**config.mk**
```make
export PLATFORM = sky130hd
export DESIGN_NAME = aesApbRegs_flat
export DESIGN_NICKNAME = d
export VERILOG_FILES = /design/src/source/aesPkg.sv /design/src/source/aesCoreIf.sv /design/src/source/aesApbRegs.sv /design/src/flat_wrapper.sv
export SDC_FILE = /design/constraint.sdc
export NUM_CORES = 1
export LEC_CHECK = 0
export ABC_AREA = 1
export BUFFER_PORTS_ARGS = -buffer_cell sky130_fd_sc_hd__buf_4
export CAP_MARGIN = 5
export CORE_MARGIN = 5
export CORE_UTILIZATION = 30
export CTS_BUF_LIST = sky130_fd_sc_hd__clkbuf_16
export CTS_CLUSTER_SIZE = 10
export DETAILED_ROUTE_END_ITERATION = 8
export SLEW_MARGIN = 0
export SYNTH_ARGS = -nofsm -noshare
export SYNTH_HDL_FRONTEND = slang
export SYNTH_SLANG_ARGS = --single-unit
```
**constraint.sdc**
```tcl
create_clock -name clk -period 8.05 [get_ports clk]
set_clock_uncertainty 0.2 [all_clocks]
set_input_delay 0.4025 -clock clk [delete_from_list [all_inputs] [get_ports clk]]
set_output_delay 0.4025 -clock clk [all_outputs]
set_load 0.005 [all_outputs]
```
**src/source/aesPkg.sv**
```systemverilog
package aesPkg;

  // ----------------------------------------------------------
  // Data widths
  // ----------------------------------------------------------

  // One GF(2^8) element
  typedef logic [7:0]   aesByte;
  // One column, row 0 in the top byte
  typedef logic [31:0]  aesWord;
  // Full state or key, word 0 on top
  typedef logic [127:0] aesBlock;
  // Round index 0 to 10
  typedef logic [3:0]   aesRoundCount;
  // APB data bus
  typedef logic [31:0]  apbData;

  // Final AES-128 round, no MixColumns
  localparam aesRoundCount LastRound = 4'd10;

  // ----------------------------------------------------------
  // Register map, byte offsets
  // ----------------------------------------------------------
  localparam int unsigned CtrlOffset    = 'h00;
  localparam int unsigned StatusOffset  = 'h04;
  // Four words each, word 0 first
  localparam int unsigned KeyOffset     = 'h10;
  localparam int unsigned DataInOffset  = 'h20;
  localparam int unsigned DataOutOffset = 'h30;

  // ----------------------------------------------------------
  // GF(2^8) arithmetic, reduction polynomial 0x11B
  // ----------------------------------------------------------

  // Multiply by x
  function automatic aesByte gfDouble(aesByte a);
    return {a[6:0], 1'b0} ^ (a[7] ? 8'h1b : 8'h00);
  endfunction

  // Shift and add product
  function automatic aesByte gfMultiply(aesByte a, aesByte b);
    aesByte product;
    aesByte shifted;
    product = '0;
    shifted = a;
    for (int i = 0; i < 8; i++)
    begin
      if (b[i])
      begin
        product = product ^ shifted;
      end
      shifted = gfDouble(shifted);
    end
    return product;
  endfunction

  // a^254 by repeated squaring, zero stays zero
  function automatic aesByte gfInverse(aesByte a);
    aesByte result;
    aesByte power;
    result = 8'h01;
    power  = a;
    for (int i = 1; i < 8; i++)
    begin
      // power holds a^(2^i)
      power  = gfMultiply(power, power);
      result = gfMultiply(result, power);
    end
    return result;
  endfunction

  // Inverse then affine map, constant 0x63
  function automatic aesByte sboxValue(aesByte a);
    aesByte inv;
    inv = gfInverse(a);
    return inv ^ {inv[6:0], inv[7]} ^ {inv[5:0], inv[7:6]} ^
           {inv[4:0], inv[7:5]} ^ {inv[3:0], inv[7:4]} ^ 8'h63;
  endfunction

endpackage

```
**src/source/aesCoreIf.sv**
```systemverilog
`timescale 1ns/1ps

interface aesCoreIf;
  import aesPkg::*;

  // Software side inputs to the engine
  aesBlock key;
  aesBlock dataIn;
  // One cycle request
  logic    start;

  // Engine results
  aesBlock dataOut;
  logic    busy;
  // One cycle completion
  logic    done;

  // Register block view
  modport regs (
    output key,
    output dataIn,
    output start,
    input  dataOut,
    input  busy,
    input  done
  );

  // Sequencer view
  modport core (
    input  key,
    input  dataIn,
    input  start,
    output dataOut,
    output busy,
    output done
  );

endinterface

```
**src/source/aesApbRegs.sv**
```systemverilog
`timescale 1ns/1ps

module aesApbRegs #(
  parameter int AddrWidth = 8
) (
  input  logic                 clk,
  input  logic                 reset,
  input  logic                 psel,
  input  logic                 penable,
  input  logic                 pwrite,
  input  logic [AddrWidth-1:0] paddr,
  input  aesPkg::apbData       pwdata,
  output aesPkg::apbData       prdata,
  output logic                 pslverr,
  aesCoreIf.regs               coreBus
);
  import aesPkg::*;

  apbData     keyReg  [4];
  apbData     dataReg [4];
  logic       doneSticky;
  // Address decode
  logic       ctrlHit;
  logic [3:0] keyHit;
  logic [3:0] dataHit;
  logic       addrError;
  apbData     readValue;
  // Bus phases
  logic       setupPhase;
  logic       accessWrite;
  // Status bits as software sees them
  logic       busyBit;
  logic       doneBit;

  assign setupPhase  = psel && !penable;
  assign accessWrite = psel && penable && pwrite && !addrError;

  // Pending start already counts as busy and clears done
  assign busyBit = coreBus.busy | coreBus.start;
  assign doneBit = (doneSticky | coreBus.done) & ~coreBus.start;

  assign coreBus.key    = {keyReg[0], keyReg[1], keyReg[2], keyReg[3]};
  assign coreBus.dataIn = {dataReg[0], dataReg[1], dataReg[2], dataReg[3]};

  // ----------------------------------------------------------
  // Decode and read mux
  // ----------------------------------------------------------
  always_comb
  begin
    ctrlHit   = (paddr == AddrWidth'(CtrlOffset));
    keyHit    = '0;
    dataHit   = '0;
    readValue = '0;
    // Unmapped or misaligned unless a match below
    addrError = !ctrlHit;
    if (paddr == AddrWidth'(StatusOffset))
    begin
      readValue = {30'd0, doneBit, busyBit};
      addrError = pwrite;
    end
    for (int i = 0; i < 4; i++)
    begin
      if (paddr == AddrWidth'(KeyOffset + 4 * i))
      begin
        keyHit[i] = 1'b1;
        readValue = keyReg[i];
        addrError = 1'b0;
      end
      if (paddr == AddrWidth'(DataInOffset + 4 * i))
      begin
        dataHit[i] = 1'b1;
        readValue  = dataReg[i];
        addrError  = 1'b0;
      end
      // Result words are read only
      if (paddr == AddrWidth'(DataOutOffset + 4 * i))
      begin
        readValue = coreBus.dataOut[127 - 32 * i -: 32];
        addrError = pwrite;
      end
    end
  end

  // Registers, response and start pulse
  always_ff @(posedge clk)
  begin
    if (reset)
    begin
      for (int i = 0; i < 4; i++)
      begin
        keyReg[i]  <= '0;
        dataReg[i] <= '0;
      end
      coreBus.start <= 1'b0;
      doneSticky    <= 1'b0;
      prdata        <= '0;
      pslverr       <= 1'b0;
    end
    else
    begin
      coreBus.start <= accessWrite && ctrlHit && pwdata[0];
      // Response captured in setup, held through access
      prdata        <= setupPhase ? readValue : '0;
      pslverr       <= setupPhase && addrError;
      if (coreBus.start)
      begin
        doneSticky <= 1'b0;
      end
      else if (coreBus.done)
      begin
        doneSticky <= 1'b1;
      end
      for (int i = 0; i < 4; i++)
      begin
        if (accessWrite && keyHit[i])
        begin
          keyReg[i] <= pwdata;
        end
        if (accessWrite && dataHit[i])
        begin
          dataReg[i] <= pwdata;
        end
      end
    end
  end

endmodule

```
**src/flat_wrapper.sv**
```systemverilog
// flat-port wrapper written by rule: the top's interface ports become plain ports
module aesApbRegs_flat import aesPkg::*;
#(
  parameter int AddrWidth = 8
)
  (clk, reset, psel, penable, pwrite, paddr, pwdata, prdata, pslverr, coreBus_key, coreBus_dataIn, coreBus_start, coreBus_dataOut, coreBus_busy, coreBus_done);
  aesCoreIf coreBus_i ();
  input  logic clk;
  input  logic reset;
  input  logic psel;
  input  logic penable;
  input  logic pwrite;
  input  logic [AddrWidth-1:0] paddr;
  input  aesPkg::apbData pwdata;
  output aesPkg::apbData prdata;
  output logic pslverr;
  output wire logic [$bits(coreBus_i.key)-1:0] coreBus_key;
  output wire logic [$bits(coreBus_i.dataIn)-1:0] coreBus_dataIn;
  output wire logic [$bits(coreBus_i.start)-1:0] coreBus_start;
  input wire logic [$bits(coreBus_i.dataOut)-1:0] coreBus_dataOut;
  input wire logic [$bits(coreBus_i.busy)-1:0] coreBus_busy;
  input wire logic [$bits(coreBus_i.done)-1:0] coreBus_done;
  assign coreBus_key = coreBus_i.key;
  assign coreBus_dataIn = coreBus_i.dataIn;
  assign coreBus_start = coreBus_i.start;
  assign coreBus_i.dataOut = coreBus_dataOut;
  assign coreBus_i.busy = coreBus_busy;
  assign coreBus_i.done = coreBus_done;
  aesApbRegs #(.AddrWidth(AddrWidth)) u_core (.clk(clk), .reset(reset), .psel(psel), .penable(penable), .pwrite(pwrite), .paddr(paddr), .pwdata(pwdata), .prdata(prdata), .pslverr(pslverr), .coreBus(coreBus_i));
endmodule
```
=== Yosys cells after proc, flatten, opt, wreduce, memory -nomap -nowiden ===
Memory sizes are Yosys's and may differ from the RTL's.
Index checks and enable logic that the tools add are counted.
W data, S select, Z words.

* Reductions and logical operators: 21
* Bitwise gates (word level): 13
* Eq/ne operators: 13
* Mux-type cells: 68

{| class="wikitable"
|+ Operators with widths
! operator !! count
|-
| $mux W32 || 20
|-
| $eq A8 B6 Y1 const B || 8
|-
| $mux W1 || 47
|-
| $eq A8 B5 Y1 const B || 4
|-
| $logic_and A1 B1 Y1 || 15
|-
| $or A1 B1 Y1 || 10
|-
| $eq A8 B3 Y1 const B || 1
|-
| $logic_not A8 Y1 || 1
|-
| $reduce_or A2 Y1 || 2
|-
| $logic_not A1 Y1 || 3
|-
| $mux W2 || 1
|-
| $not A1 Y1 || 2
|-
| $and A1 B1 Y1 || 1
|}

* Bits of input ports: 175
* Memories: 2
* Memory bits (writable): 256
* Logic and storage cells: 121
* Register bits after elaboration: 35

{| class="wikitable"
|+ Memory list
! memory !! words !! bits a word !! rd ports !! clocked after memory_dff !! write ports !! RTL line !! text
|-
| u_core.dataReg || 4 || 32 || 4 || 0 || 4 || aesApbRegs.sv:20 || <nowiki>apbData dataReg [4];</nowiki>
|-
| u_core.keyReg || 4 || 32 || 4 || 0 || 4 || aesApbRegs.sv:19 || <nowiki>apbData keyReg [4];</nowiki>
|}

=== Longest topological paths before layout ===
* Word-level depth: 22
* Depth in mapped cells: 14

=== Least setup slack after synthesis ===
OpenSTA, ideal clock, no wires.

* Kind: input-to-reg
* Start: input paddr[7]
* End: memory u_core.keyReg[3][0] in the netlist's numbering, enable pin
* Stages on the path: 12
* Setup time: 0.389 ns
* Data arrival time: 2.407 ns
* Path buffers: 1
* Setup slack: 5.054 ns
* Required time: 7.461 ns
* Cell sequence: nor2_1 > nand3_1 > nor2_2 > inv_2 > nand2_1 > nor2_1 > nand3_2 > nand2_2 > clkinv_4 > nand3_4 > buf_6 > nand2_1

{| class="wikitable"
|+ RTL lines
! what !! RTL line !! text
|-
| start, declared || flat_wrapper.sv:13 || <nowiki>input logic [AddrWidth-1:0] paddr;</nowiki>
|-
| end, declared || aesApbRegs.sv:19 ||
|}

==> metrics.txt <==
CP max-delay cell=nand2_1; DR vias/cell=4.994; GRT overflow=0; maximum clock insertion buffer count=3; kind of critical path=primary input to flop; simple-gate share of the synthesized area=31.74%; P&R area growth vs syn=37.24%; RSZ-0062 raised after global routing=false; Die Height=232.5 µm; fin crit period=4.490 ns; worst hold path endpoint=u_core.prdata[27]$_SDFF_PP0_; Yosys cell types=29; Compound-Gate Fraction of Synth Area=4.079%; crit-path cells=buf_4 > inv_1 > nand2_2 > nor2_4 > buf_4 > inv_2 > nor2_4 > inv_2 > nand2_1 > nor2_1 > nand3_2 > nand2_2 > clkinv_4 > nand3_4 > nand2_1 > buf_4; # rows=81; worst-margin pin slew=1.059 ns; Adder-Cell Fraction of Synth Area=0%; synthesized instance count=1436; CTS Hold Bufs=50; top post-synthesis cells by area=edfxtp_1 52%, nor3_2 14%, nand2_1 6.2%; mux cell area share after synthesis=0%; Final ANT Viol Nets=0; Resized Gates After CTS=0; WHS=0.03005 ns; crit share post-route=55.78%; register bit total from synthesis=291; upper clock frequency limit=222.7 MHz; DRC violations left=0; sequential fraction of the synthesis area=56.49%; Hold Path Depth=5; Via Count=12.96k; layout cells sized above 1=40.00%; H-tree Lvls=2; Post-synth ARST share=0%; IO Pins=465; first-pass GRT wire length=87550 µm; Power, Total=0.003654 W; crit path launch type=primary input; drt pass-1 iters=5; Worst path most repeated cell=buf_4; Post-synth EDFFs=256; Die Wd=232.5 µm; vias in the first global route=12.79k; largest family of logic cells by synthesized area=simple AND/OR/NAND/NOR gates; reg2reg setup slack=5.64 ns; GR Util All Layers=22.09%; LEAKAGE=8.433 nW; CP max FO=33; worst reg2reg startpoint=u_core.dataReg[0][13]$_SDFFCE_PN0P_; clk_lat worst skew=0.54 ns; setup_tns=0 ns; Main synth FF type=edfxtp_1; Post-DP HPWL=48430 µm; Initial Utilization=30.33%; # setup viols final=0; mean post-synth cell area=10.34 µm²; Num CTS Buffers=37; Hold Path Origin=coreBus_dataOut[59]; CP Capture Type=flop; Final Hold Vio Count=0; WL/cell=24.25 µm; Max Slew Vio Count=0; net count after synthesis=1611; Reg clk slew, reported paths=0.05 ns; dominant cell type by area after synthesis=edfxtp_1; maxcap violations=0; largest net degree at the start of global routing=80; Core Box Area=48950 µm²; die area=54040 µm²; yosys warns=0; clock root cell=clkbuf_16; Yosys top cell area share=51.77%; routed wire length=62930 µm; XOR/XNOR Fraction of Synth Area=0%; DR iter-0 viols=1092; fin nets=2081; worst reg-to-reg path cell count=9; synthesized area=14850 µm²; global placement routability congestion=0.9244; Peak supply drop=0.1238 mV; status=completed; Worst path max stage delay=0.69 ns; initial antenna violation count=5; Critical Path RT=8.07 ns; Hold Crit Class=primary input to flop; max_slew headroom=29.39%; number of port buffers=464; Clock Sinks=291; worst r2r dst=u_core.prdata[13]$_SDFF_PP0_; Post-CTS Setup Bufs=0; CTS tree=yes; pwr dens=179.3 nW/µm²; WP data arrival=4.51 ns
==> worst max path at each step <==
stage | from | endpoint | slack [ns]
after floorplan | paddr[7] | u_core.keyReg[3][0]$_SDFFCE_PN0P_ | 5.05
after global placement | paddr[6] | u_core.dataReg[1][18]$_SDFFCE_PN0P_ | 3.12
after detailed placement | paddr[7] | u_core.dataReg[1][20]$_SDFFCE_PN0P_ | 3.02
after CTS | paddr[7] | u_core.dataReg[1][27]$_SDFFCE_PN0P_ | 3.59
after global routing | paddr[4] | u_core.dataReg[1][27]$_SDFFCE_PN0P_ | 3.29
final | paddr[4] | u_core.dataReg[1][17]$_SDFFCE_PN0P_ | 3.56
==> layout make-up <==
class | instances | area, µm²
Timing Repair Buffer | 531 | 4119
Clock inverter | 24 | 123.9
Tap cell | 664 | 830.8
Antenna cell | 1 | 2.502
Clock buffer | 39 | 975.9
Sequential cell | 291 | 8388
Fill cell | 4832 | 28570
Multi-Input combinational cell | 893 | 5359
Inverter | 152 | 578.1
==> stage by stage <==
| stage | cells | worst slack (ns) | cell area (µm²) | utilization [%] |
|---|---|---|---|---|
| 2_1_floorplan | 1436 | 5.054 | 14850 | - |
| 4_1_cts | 2594 | 3.592 | 20370 | 41.62 |
| 6_report | 2595 | 3.560 | 20380 | 41.63 |
| 5_1_grt | 2594 | 3.292 | 20370 | 41.62 |
| 3_5_place_dp | 2481 | 3.017 | 18770 | 38.35 |
| 3_3_place_gp | 2481 | 3.124 | 18770 | 38.35 |
==> layer usage <==
layer,part of all wire [%],wire length (µm),vias up,track usage [%]
li1,-,-,5906,-
met1,42,26350,6353,29.48
met2,47,29360,598,35.73
met3,8.8,5569,95,5.747
met4,2.6,1605,8,6.110
met5,0.076,48,-,0
==> cell usage in the layout (no fill, tap or decap) <==
master / n
buf_4: 480
edfxtp_1: 256
nand2_1: 246
nor3_2: 202
inv_1: 157
nand3_1: 91
nor2_1: 79
a21oi_1: 64
nand4_1: 59
nor3_1: 56
o21ai_0: 54
dlygate4sd3_1: 50
clkbuf_16: 39
dfxtp_1: 35
or2_2: 10
nand3_4: 8
nor2_4: 7
clkinv_1: 7
inv_2: 6
nand2_2: 6
nor2_2: 4
nor2_8: 2
clkinv_2: 2
diode_2: 1
inv_4: 1
a31oi_1: 1
nand3_2: 1
clkinv_4: 1
and3_1: 1
a32oi_1: 1
nor4_1: 1
inv_6: 1
bufinv_16: 1
buf_8: 1
==> worst max-delay path: cells and delay by family <==
family        cells  cell delay (ns)
buf+inv           7             1.68
simple gates      9             2.39
==> registers in the layout, summed over array words and instances (netlist names) <==
register / cells
u_core.dataReg: 128
u_core.keyReg: 128
u_core.prdata: 32
u_core.coreBus.start: 1
u_core.doneSticky: 1
u_core.pslverr: 1
==> power by group <==
| part | leakage [nW] | switching (W) | internal, W | total, W |
|---|---|---|---|---|
| Combinational | 5.13 | 0.000207 | 0.000158 | 0.000365 |
| Clock | 0.587 | 0.000626 | 0.000897 | 0.00152 |
| Sequential | 2.71 | 0.0000571 | 0.00171 | 0.00177 |
==> cells by family (layout without fill, tap and decap cells) <==
family | after synthesis | count (layout)
buffers and inverters | 252 | 746
AND/OR/NAND/NOR | 773 | 773
AO/OA/AOI/OAI | 120 | 120
other | 0 | 1
flip-flops | 291 | 291
==> synth_stat cells (2+ instances only) <==
| master | number |
|---|---|
| edfxtp_1 | 256 |
| or2_2 | 10 |
| nor3_2 | 201 |
| buf_1 | 2 |
| nand4_1 | 59 |
| nor2_4 | 3 |
| inv_1 | 144 |
| nand2_2 | 5 |
| dfxtp_1 | 35 |
| nand3_4 | 8 |
| nor3_1 | 57 |
| a21oi_1 | 64 |
| nor2_1 | 84 |
| buf_2 | 6 |
| nor2_2 | 3 |
| buf_6 | 24 |
| nand3_1 | 91 |
| nand2_1 | 247 |
| clkbuf_1 | 68 |
| inv_2 | 6 |
| nor2_8 | 2 |
| o21ai_0 | 54 |
Power figures use the tool's default switching activity.
